$ cat src/design/alpha_pkg.sv
`default_nettype none

package alpha_pkg;

   localparam int xlen     = 64;
   localparam int nreg     = 32;
   localparam int reg_zero = 31;

   typedef logic [4:0]      reg_idx_t;
   typedef logic [xlen-1:0] word_t;

   // Operate format opcode groups
   localparam logic [5:0] op_inta = 6'h10;
   localparam logic [5:0] op_intl = 6'h11;
   localparam logic [5:0] op_ints = 6'h12;

   // Integer arithmetic functions
   localparam logic [6:0] fn_addq   = 7'h20;
   localparam logic [6:0] fn_subq   = 7'h29;
   localparam logic [6:0] fn_s4addq = 7'h22;
   localparam logic [6:0] fn_s8addq = 7'h32;
   localparam logic [6:0] fn_cmpeq  = 7'h2d;
   localparam logic [6:0] fn_cmplt  = 7'h4d;
   localparam logic [6:0] fn_cmpult = 7'h1d;

   // Logical functions
   localparam logic [6:0] fn_and    = 7'h00;
   localparam logic [6:0] fn_bic    = 7'h08;
   localparam logic [6:0] fn_bis    = 7'h20;
   localparam logic [6:0] fn_ornot  = 7'h28;
   localparam logic [6:0] fn_xor    = 7'h40;
   localparam logic [6:0] fn_eqv    = 7'h48;

   // Shift functions
   localparam logic [6:0] fn_sll    = 7'h39;
   localparam logic [6:0] fn_srl    = 7'h34;
   localparam logic [6:0] fn_sra    = 7'h3c;

   typedef enum logic [1:0] {fu_none, fu_addsub, fu_logic, fu_shift} funit_e;

   typedef enum logic [2:0] {add, sub, s4add, s8add, cmpeq, cmplt, cmpult} addsub_op_e;

   typedef enum logic [2:0] {and_op, bic, bis, ornot, xor_op, eqv} log_op_e;

   typedef enum logic [1:0] {sll, srl, sra} shift_op_e;

   typedef struct packed {
      addsub_op_e addsub;
      log_op_e    log;
      shift_op_e  shift;
   } exec_op_t;

   typedef struct packed {
      funit_e     funit;
      reg_idx_t   ra;
      reg_idx_t   rb;
      reg_idx_t   rc;
      logic       use_lit;
      logic [7:0] lit;
      logic       writes_rf;
      exec_op_t   op;
   } decoded_t;

   typedef struct packed {
      word_t op_a;
      word_t op_b;
   } operands_t;

   typedef struct packed {
      logic  vld;
      word_t data;
   } unit_res_t;

   typedef struct packed {
      logic     retire;
      logic     wen;
      reg_idx_t waddr;
      word_t    wdata;
   } grad_t;

endpackage

`default_nettype wire

$ cat src/design/logical.sv
`timescale 1ns/1ps
`default_nettype none

module logical
   import alpha_pkg::*;
(
   input  logic      clk,
   input  logic      rst,
   input  logic      en,
   input  log_op_e   op,
   input  operands_t opnd,
   output unit_res_t res
);

   word_t result;
   logic  vld_q;
   word_t data_q;

   always_comb
   begin
      case (op)
         and_op:  result = opnd.op_a & opnd.op_b;
         bic:     result = opnd.op_a & ~opnd.op_b;
         bis:     result = opnd.op_a | opnd.op_b;
         ornot:   result = opnd.op_a | ~opnd.op_b;
         xor_op:  result = opnd.op_a ^ opnd.op_b;
         eqv:     result = ~(opnd.op_a ^ opnd.op_b);
         default: result = '0;
      endcase
   end

   always_ff @(posedge clk)
   begin
      if (rst)
         vld_q <= 1'b0;
      else
         vld_q <= en;
   end

   always_ff @(posedge clk)
      if (en)
         data_q <= result;

   assign res.vld  = vld_q;
   assign res.data = data_q;

endmodule

`default_nettype wire

$ cat config.mk
export PLATFORM = sky130hd
export DESIGN_NAME = logical
export DESIGN_NICKNAME = d
export VERILOG_FILES = /design/src/design/alpha_pkg.sv /design/src/design/logical.sv
export SDC_FILE = /design/constraint.sdc
export NUM_CORES = 1
export LEC_CHECK = 0
export BUFFER_PORTS_ARGS = -buffer_cell sky130_fd_sc_hd__buf_2
export CAP_MARGIN = 20
export CORE_MARGIN = 1
export CORE_UTILIZATION = 52
export DETAILED_ROUTE_END_ITERATION = 10
export GPL_TIMING_DRIVEN = 0
export PLACE_DENSITY = 0.84
export REMOVE_ABC_BUFFERS = 1
export SLEW_MARGIN = 10
export SYNTH_ARGS = -nofsm -noshare
export SYNTH_HDL_FRONTEND = slang
export SYNTH_SLANG_ARGS = --single-unit
$ cat constraint.sdc
create_clock -name clk -period 3.15 [get_ports clk]
set_clock_uncertainty 0.15 [all_clocks]
set_input_delay 0.63 -clock clk [delete_from_list [all_inputs] [get_ports clk]]
set_output_delay 0.63 -clock clk [all_outputs]
set_load 0.005 [all_outputs]
# Word-level counts from Yosys, hierarchy flattened
# Cells that the tools add are included.
# classes
n_eq_ne	5
mux	1
bitwise_logic	7
n_reduce_logical	1
# op_table
operator	count
$pmux W64 S6	1
$and A64 B64 Y64	2
$not A64 Y64	2
$or A64 B64 Y64	2
$xor A64 B64 Y64	1
$eq A3 B2 Y1 const B	2
$eq A3 B3 Y1 const B	2
$eq A3 B1 Y1 const B	1
$logic_not A3 Y1	1
# word_totals
register_bits	65
inputBits	134
out_inout_bits	65
word_cells	16

# Logic depth before layout (Yosys ltp)
# Gate-level depths: netlist of run 1.
# logic_depth
ltp_word	3
depth_mapped	5
depth_no_buf	3

# Least setup slack after synthesis of run 1
# No wires, ideal clock.
# synth_timing
kind	input to register
startpoint	input op[1]
endpoint	register data_q[43], data pin
setup_ps	268
t_arrival_ps	1551
required_time_ps	2732
slack_ps	1181
stages	5
path_cell_list	or2_1 > buf_6 > buf_6 > maj3_1 > a21boi_1
# synth_between
elab_chain_cells	2
# synth_lines
item	line	text
start: declaration	logical.sv:10	input log_op_e op,
$eq A3 B3 Y1, or another cell as far along	logical.sv:21	case (op)
$pmux W64 S6 (*)	logical.sv:21	
net result[43]	logical.sv:15	word_t result;
end signal: assignment	logical.sv:42	data_q <= result;
end: declaration	logical.sv:17	word_t data_q;
# Mark *: on every way through the listed nets, which the timed path passes. The rest lies on a longest branch.
# A chain may end at the register's enable or synchronous reset.

# Final worst setup path of run 1
# layout_timing
startpoint	input op[2]
endpoint	register data_q[7], data pin
# Same word-level chain as after synthesis.

==> results.tsv, run 1 <==
metric	value	unit
relSlewSlack	28.9	%
min-delay-path-class	input port to flop	
hpwlAfterDp	6.89	mm
maxClockFrequency	0.368	GHz
grt_max_degree	66	
synth_seq_cells	65	
worst_path_largest_cell_delay	0.79	ns
drt-total-wl	10.2	mm
core-area	8180	sq um
place.gp.congestion	0.713	
globalRouteOverflowTotal	0	
final_period_demand_of_the_worst_path	2.72	ns
critical_path_class	input port to flop	
path_cells	buf_2, or2_4, maj3_1, a21boi_0	
grt_first_pass_wirelength	15.4	mm
required	3.14	ns
nets	668	
layout-drive-gt1-share	39.7	%
num_io_pins	199	
cts-hold-fix-buffers	0	
detail_route.first_pass.iterations	4	
initial_utilization	53.3	%
endpoint_kind	flop	
max_cap_viol_count	0	
power.leakage	2.48	nW
via_to_cell_ratio	5.30	
cp.arrival	2.71	ns
crit_path_max_fanout	65	
finalHoldViolCount	0	
setup_viol	0	
via_count	3416	
number_of_cts_inserted_buffers	9	
post_cts_setup_buffer_count	0	
place.port_buffers	198	
track_usage	22.7	%
post_synth_instance_area	4360	sq um
clk_pin_slew	0.06	ns
synth-warning-count	0	
routedWlPerCell	15.8	um
final_common_cell	buf_2	
maxSlewViolCount	0	
cpLargestDelayFamily	simple AND/OR/NAND/NOR gates	
grt_setup_unrepaired	false	
grt_pass1_vias	3259	
post_synth_inst_count	352	
area_growth_syn_to_layout	25.6	%
dp_cells	628	
final_cell_count_without_fillers	644	
grt_antenna_before_repair	0	
cell_type_of_the_slowest_stage_on_the_worst_timing_path	or2_4	
fp-row-count	33	
clock_tree.buffer_depth	2	
power_per_cell_area	425	nW/um^2
postSynthAreaPerCell	12.4	sq um
outcome	completed	
antenna_cells_inserted	0	
synthDistinctLibCells	14	
setup.worst_path.start_class	input port	
die_width	93.5	um
placed_cell_area	5300	sq um
finalCoreUtilization	67.0	%
die_h	93.5	um
totalPowerFinal	2.33	mW
vdd.ir_drop.worst	0.273	mV
h-tree-depth	3	
drt_first_iter_violations	106	
timing.critical_path.buf_inv	1	
layout.cells.most_common_list	196 x buf_2, 64 x xor2_1, 64 x a21o_1, 64 x edfxtp_1, 63 x maj3_1	
worst_pin_slew	1.07	ns
cts_num_sinks	65	
synth_sequential_area_ratio	44.6	%
die_area	8750	sq um
fin_crit_sh	86.3	%
ant_nets	0	
route.detailed.drc	0	
cts_resized	0	
root_buffer	clkbuf_8	
layout.cell_area.non_filler	5470	sq um
cts_tree	yes	
## kinds of logic (layout without fill, tap and decap cells)
family,Yosys count,after routing,synth area share [%]
AO/OA/AOI/OAI,128,128,22.0
XOR/XNOR,64,64,12.9
adder cells (fa/ha/maj),64,64,14.7
buffers and inverters,29,216,5.51
flip-flops,65,65,44.6
AND/OR/NAND/NOR,2,2,0.287
## per-layer routing
| layer | routed length, um | global-route usage, % | part of all wire, % |
|---|---|---|---|
| met5 | 0 | 0 | 0 |
| met3 | 771 | 6.02 | 7.6 |
| met4 | 212 | 10.1 | 2.1 |
| met1 | 4070 | 26.0 | 40 |
| met2 | 5120 | 39.5 | 50 |
## cells in the mapped netlist (all sizes together)
master / number / area, sq um
a21boi: 64 / 480
a21o: 64 / 480
edfxtp: 64 / 1920
maj3: 64 / 642
xor2: 64 / 561
buf: 15 / 188
clkbuf: 14 / 52.6
dfxtp: 1 / 20.0
nor2b: 1 / 6.26
or2: 1 / 6.26
## cell type report
type                            instances  area, sq um
Sequential cell                        65         1940
Multi-Input combinational cell        258         2180
Timing Repair Buffer                  200         1040
Clock inverter                          4         43.8
Fill cell                             636         2700
Clock buffer                           12          135
Tap cell                              105          131
## report_power, final
| part | internal, mW | switching [mW] | total, mW |
|---|---|---|---|
| clock network | 0.362 | 0.308 | 0.670 |
| logic | 0.288 | 0.278 | 0.566 |
| registers | 1.07 | 0.0205 | 1.09 |
| total | 1.72 | 0.607 | 2.33 |
## sequential cells by signal, summed over array words and instances (netlist names)
signal,cells
vld_q,1
data_q,64
## final timing paths
check	start	to	slack (ns)	cells after the start
hold / removal	rst	vld_q$_SDFF_PP0_	0.31	2
setup / recovery	op[2]	data_q[7]$_DFFE_PP_	0.43	4
## through the flow
step	worst slack [ns]	setup TNS (ns)	hold slack, ns
floorplan	0.571	0	0.552
detailed placement	0.0471	0	0.640
finish	0.431	0	0.310
global placement	-1.29	-76.25	0.645
global route	0.228	0	0.294
CTS	0.389	0	0.287
Power figures use the tool's default switching activity.
==> run 2, diff against run 1 <==
ABC_AREA = 1   (was unset)
CORE_UTILIZATION = 56   (was 52)
PLACE_DENSITY = 0.8   (was 0.84)
clock period = 3.09 ns   (was 3.15 ns; I/O delays follow)
==> run 2 against run 1 <==
  * Clock power rose by 40%
  * Utilization up 0.80 points
  * Area after synthesis up 83%
  * Count of clock-buffer cells in the layout is 2 lower
  * Setup slack got worse by 0.15 ns
  * Total power rose by 34%
  * Cell area rose by 72%
  * Sequential share of layout area down 15 points
  * Non-clock buffer count is 6 higher
  * Via count increased to 2.8 times the previous value
  * First-iteration DRC count grew to 7.5 times the previous value
  * Combinational power rose by 87%
==> results.tsv, run 2 <==
metric	value	unit	change
synthDistinctLibCells	15		was 14
pwr-share-comb	33.9	%	was 24.3%
hpwlAfterDp	14.2	mm	was 6.89 mm
min-delay-path-class	input port to flop		unchanged
fin_crit_sh	90.8	%	
synth_top_flop_cell	edfxtp_1		unchanged
die_area	14700	sq um	was 8750 sq um
p_int	2.03	mW	was 1.72 mW
num_io_pins	199		unchanged
area.sequential	1940	sq um	unchanged
filler_cell_count_in_the_final_layout	1350		was 636
clk_pin_slew	0.06	ns	about the same
critical_path_class	input port to flop		unchanged
power.leakage	6.14	nW	was 2.48 nW
endpoint_kind	flop		unchanged
outcome	completed		unchanged
pwr-share-clk	30.0	%	was 28.8%
fp-row-count	43		was 33
h-tree-depth	3		unchanged
async_reset_ff_share	0	%	unchanged
ant_nets	0		unchanged
globalRouteOverflowTotal	0		unchanged
nets	1899		was 668
worst_pin_slew	0.838	ns	was 1.07 ns
cts_tree	yes		unchanged
core-area	13900	sq um	was 8180 sq um
synth-warning-count	0		unchanged
area_growth_syn_to_layout	18.2	%	was 25.6%
grt_max_degree	68		was 66
largest_reg_flops	64		unchanged
crit_path_max_fanout	67		was 65
synth.mux.area_fraction	0	%	unchanged
post-synth-top-area-fraction	54.3	%	was 44.1%
initial_utilization	57.3	%	was 53.3%
finalCoreUtilization	67.8	%	was 67.0%
final_period_demand_of_the_worst_path	2.81	ns	
layout.cells.most_common_list	1152 x nand2_1, 196 x buf_2, 194 x inv_1		was 196 x buf_2, 64 x xor2_1, 64 x a21o_1, 64 x edfxtp_1, 63 x maj3_1
synth_seq_cells	65		unchanged
postSynthAreaPerCell	4.95	sq um	was 12.4 sq um
routedWlPerCell	11.7	um	was 15.8 um
track_usage	31.2	%	was 22.7%
sequentialPowerShare	36.1	%	was 46.8%
drt_first_iter_violations	797		was 106
route.detailed.drc	0		unchanged
detail_route.first_pass.iterations	6		was 4
synth_largest_area_cell	nand2_1		was edfxtp_1
place.gp.congestion	0.851		was 0.713
setup_viol	0		unchanged
max_cap_viol_count	0		unchanged
finalHoldViolCount	0		unchanged
synthesized_area_fraction_occupied_by_adder_cells	0	%	was 14.7%
post_synth_instance_area	7960	sq um	was 4360 sq um
multiInputGateArea	5050	sq um	was 2180 sq um
vdd.ir_drop.worst	0.254	mV	was 0.273 mV
synth-compound-area-share	4.03	%	was 22.0%
via_to_cell_ratio	4.92		was 5.30
cts_num_sinks	65		unchanged
layout-drive-gt1-share	12.7	%	was 39.7%
number_of_cts_inserted_buffers	9		unchanged
synth_area_leaders	nand2_1 54%, edfxtp_1 24%, inv_1 9.2%, nand3_1 4.2%, a21oi_1 4.0%		was edfxtp_1 44%, maj3_1 14%, xor2_1 13%, a21o_1 11%, a21boi_0 10%
synth_sequential_area_ratio	24.4	%	was 44.6%
post_cts_setup_buffer_count	0		unchanged
grt_antenna_before_repair	0		unchanged
largest_registers	data_q (64), vld_q (1)		unchanged
root_buffer	clkbuf_16		was clkbuf_8
antenna_cells_inserted	0		unchanged
synthesized_area_fraction_occupied_by_and_or_nand_nor_cells	58.8	%	was 0.287%
cp.arrival	2.87	ns	was 2.71 ns
grt_setup_unrepaired	false		unchanged
fin_tns_setup	0	ns	unchanged
die_width	121	um	was 93.5 um
maxSlewViolCount	0		unchanged
final_common_cell	nand2_1		was buf_2
power_per_cell_area	332	nW/um^2	was 425 nW/um^2
clock_tree.buffer_depth	2		unchanged
post_synth_inst_count	1607		was 352
grt_first_pass_wirelength	36.8	mm	was 15.4 mm
grt_pass1_vias	8205		was 3259
largest_register_by_flop_count	data_q		unchanged
required	3.15	ns	was 3.14 ns
worstHoldPathCells	2		unchanged
post_synth_xor_area_fraction	0	%	was 12.9%
netSwitchingFraction	35.1	%	was 26.1%
synth.cells.most_frequent	1152 x nand2_1, 195 x inv_1, 67 x nand3_1		was 64 x a21o_1, 64 x edfxtp_1, 64 x xor2_1
synth-edff-count	64		unchanged
via_count	9590		was 3416
place.port_buffers	198		unchanged
drt-total-wl	22.8	mm	was 10.2 mm
yosys.cell_count.top_type	nand2_1		
maxClockFrequency	0.356	GHz	
p_switching	1.09	mW	was 0.607 mW
setup.worst_path.start_class	input port		unchanged
die_h	121	um	was 93.5 um
synth_top_family_by_area	simple AND/OR/NAND/NOR gates		was compound AO/OA/AOI/OAI gates
relSlewSlack	44.2	%	was 28.9%
==> run 2: cell types whose count changed after synthesis, moves of 8 or more <==
cell,delta
a21oi_1,+64
nand2_1,+1152
nand3_1,+67
buf_6,-8
inv_1,+195
maj3_1,-63
buf_2,+40
buf_1,+10
xor2_1,-64
a21boi_0,-59
a21o_1,-64
==> run 2: logic make-up (layout without fill, tap and decap cells) <==
kind of cell,after synthesis,count (layout)
buffers and inverters,256,419
flip-flops,65,65
AO/OA/AOI/OAI,64,64
AND/OR/NAND/NOR,1222,1222
==> run 2: metal layers <==
metal	wire [um]	vias up	GRT usage, %
met1	9940	4159	39.2
met3	1870	29	5.87
met4	418	0	10.7
met5	0	-	0
met2	10500	305	53.1
li1	-	5097	-
==> run 2: metrics by stage <==
step	std cells	instance area [sq um]	setup WS (ns)	hold slack, ns	power (mW)
finish	1950	9410	0.285	0.280	3.12
global route	1950	9410	0.145	0.287	3.32
CTS	1950	9400	0.116	0.276	3.13
detailed placement	1934	9150	-0.246	0.637	2.19
global placement	1926	8900	-6.04	0.625	2.16
floorplan	1548	7680	-1.97	0.539	1.77
==> run 2: worst paths after layout <==
kind / slack (ns) / from / end
hold / removal: 0.28 / rst / vld_q$_SDFF_PP0_
setup / recovery: 0.28 / op[0] / data_q[36]$_DFFE_PP_
==> run 2: critical path, cell delays in order <==
cell,delay (ns)
buf_6,0.26
inv_4,0.71
nand3_4,0.54
buf_12,0.37
a21oi_1,0.15
nand2_1,0.06
nand2_1,0.08
==> run 2: repair_timing <==
action / in CTS / in global routing
endpoints found under the setup margin: 0 / 37
resized for setup: 0 / 1
hold buffers: 0 / 0
hold endpoints to repair: 0 / 0
==> run 2: layout make-up <==
cell class | instances | share of cell area [%]
Clock inverter | 6 | 0.266
Sequential cell | 65 | 20.6
Timing Repair Buffer | 206 | 12.7
Clock buffer | 10 | 2.43
Multi-Input combinational cell | 1286 | 53.7
Inverter | 197 | 7.92
Tap cell | 180 | 2.39
==> run 2: power groups by stage <==
stage / Clock [mW] / Combinational (mW) / Sequential, mW
floorplan: 0 / 0.609 / 1.16
global placement: 0 / 1.01 / 1.14
detailed placement: 0 / 1.05 / 1.14
CTS: 0.945 / 1.05 / 1.13
global route: 0.971 / 1.22 / 1.13
finish: 0.936 / 1.06 / 1.13
==> run 3, diff against run 2 <==
RECOVER_POWER = 25   (was unset)
==> run 3 against run 2 <==
  * The flow now finishes with violations (capacitance limit, slew limit)
  * Via count grew 0.39%
  * Sequential cell count unchanged
  * Combinational power barely moved
  * Total power about the same
  * Maximum frequency rose by 0.29%
  * Sequential share of layout area up 0.058 points
  * Setup slack improved by 0.0082 ns
  * Wire length hardly changed
  * Count of clock-buffer cells in the layout is the same
  * Global-route usage is the same
  * Cell count unchanged
  * Worst hold slack worse by 0.0012 ns
  * Critical path type unchanged
==> results.tsv, run 3 (synthesis results as in run 2) <==
metric	value	unit	change
antenna_cells_inserted	0		unchanged
core-area	13900	sq um	unchanged
grt_first_pass_wirelength	36.8	mm	unchanged
layout.cells.most_common_list	1152 x nand2_1, 196 x buf_2, 194 x inv_1		unchanged
final_cell_count_without_fillers	1950		unchanged
drt_first_iter_violations	810		was 797
outcome	finished, violations left		was completed
setup_viol	0		unchanged
cpLargestDelayFamily	buffers and inverters		unchanged
power.leakage	6.13	nW	was 6.14 nW
relSlewSlack	-14.7	%	was 44.2%
via_to_cell_ratio	4.94		was 4.92
timing.critical_path.buf_inv	3		unchanged
layout-drive-gt1-share	12.6	%	was 12.7%
final_common_cell	nand2_1		unchanged
die_width	121	um	unchanged
cts_tree	yes		unchanged
maxClockFrequency	0.358	GHz	was 0.356 GHz
grt_util_met1	39.2	%	unchanged
via_count	9627		was 9590
setup.worst_path.start_class	input port		unchanged
violated_checks	capacitance limit, slew limit		
hold_end	vld_q$_SDFF_PP0_		unchanged
finalCoreUtilization	67.6	%	was 67.8%
endpoint_kind	flop		unchanged
cell_type_with_the_highest_occurrence_count_on_the_critical_path	nand2_1		unchanged
detail_route.first_pass.iterations	5		was 6
cp.arrival	2.86	ns	was 2.87 ns
fin_tns_setup	0	ns	unchanged
routedWlPerCell	11.7	um	about the same
nets	1899		unchanged
grt_max_degree	68		unchanged
min-delay-path-class	input port to flop		unchanged
m2_gr_usage	53.1	%	unchanged
sequentialPowerShare	36.2	%	was 36.1%
grt_pass1_vias	8205		unchanged
global_route.usage.met3	5.87	%	unchanged
pwr-share-clk	30.0	%	about the same
layout.cell_area.non_filler	9380	sq um	was 9410 sq um
ant_nets	0		unchanged
fp-row-count	43		unchanged
area_growth_syn_to_layout	17.9	%	was 18.2%
largest_register_by_flop_count	data_q		unchanged
number_of_cts_inserted_buffers	9		unchanged
finalHoldViolCount	0		unchanged
dp_cells	1934		unchanged
drt-total-wl	22.8	mm	about the same
p_int	2.03	mW	about the same
die_h	121	um	unchanged
whs	0.279	ns	was 0.280 ns
crit_path_max_fanout	67		unchanged
power_per_cell_area	332	nW/um^2	about the same
h-tree-depth	3		unchanged
critical_path_class	input port to flop		unchanged
path_cells	buf_6, inv_4, nand3_4, buf_12, a21oi_1, nand2_1, nand2_1		unchanged
final_period_demand_of_the_worst_path	2.80	ns	was 2.81 ns
route.detailed.drc	0		unchanged
fin_crit_sh	90.5	%	was 90.8%
initial_utilization	57.3	%	unchanged
worstHoldPathCells	2		unchanged
cell_type_of_the_slowest_stage_on_the_worst_timing_path	inv_4		unchanged
globalRouteOverflowTotal	0		unchanged
netSwitchingFraction	35.1	%	about the same
required	3.16	ns	was 3.15 ns
grt_setup_unrepaired	false		unchanged
worst_path_largest_cell_delay	0.70	ns	was 0.71 ns
clk_pin_slew	0.05	ns	was 0.06 ns
clock_tree.buffer_depth	2		unchanged
placed_cell_area	9150	sq um	unchanged
grt_antenna_before_repair	0		unchanged
track_usage	31.2	%	unchanged
die_area	14700	sq um	unchanged
largest_registers	data_q (64), vld_q (1)		unchanged
cts_num_sinks	65		unchanged
p_switching	1.09	mW	about the same
vdd.ir_drop.worst	0.255	mV	was 0.254 mV
place.port_buffers	198		unchanged
place.gp.congestion	0.851		unchanged
gr-max-usage-layer	met2		unchanged
worst_pin_slew	1.72	ns	was 0.838 ns
largest_reg_flops	64		unchanged
pwr-share-comb	33.8	%	was 33.9%
root_buffer	clkbuf_16		unchanged
max_cap_viol_count	1		was 0
hpwlAfterDp	14.2	mm	unchanged
maxSlewViolCount	59		was 0
num_io_pins	199		unchanged
min-delay-start	rst		unchanged
[run 3: layout make-up]
cell class              instances  area, sq um
fillers                      1354         4500
inverters                     197          744
repair buffers                206         1160
clock buffers                  10          229
multi-input cells            1286         5050
flip-flops and latches         65         1940
clock inverters                 6         25.0
well taps                     180          225
[run 3: worst max-delay path by stage]
stage / startpoint / endpoint / depth (start not counted)
after CTS: op[0] / data_q[53]$_DFFE_PP_ / 7
after global placement: op[0] / data_q[45]$_DFFE_PP_ / 7
after global routing: op[0] / data_q[17]$_DFFE_PP_ / 7
final: op[0] / data_q[53]$_DFFE_PP_ / 7
after floorplan: op[1] / data_q[0]$_DFFE_PP_ / 7
after detailed placement: op[0] / data_q[53]$_DFFE_PP_ / 7
[run 3: timing repair]
action / CTS / global route
hold buffers: 0 / 0
endpoints found under the setup margin: 0 / 37
buffers inserted: 0 / 0
resized for setup: 0 / 1
[run 3: power by group through the flow]
stage / Sequential, mW / Combinational [mW] / Clock, mW
2_1_floorplan: 1.16 / 0.609 / 0
3_3_place_gp: 1.14 / 1.01 / 0
3_5_place_dp: 1.14 / 1.05 / 0
5_1_grt: 1.14 / 1.22 / 0.971
4_1_cts: 1.13 / 1.05 / 0.945
6_report: 1.13 / 1.06 / 0.936
[run 3: metrics by stage]
stage                     worst slack [ns]  total power, mW
final                                0.293             3.12
after global routing                 0.145             3.32
after CTS                            0.116             3.13
after detailed placement            -0.246             2.19
after global placement               -6.04             2.16
after floorplan                      -1.97             1.77
[run 3: per-layer routing]
layer	part of all wire, %	wire [um]
met1	43	9870
met2	46	10400
met3	8.8	2000
met4	2.1	468
met5	0	0
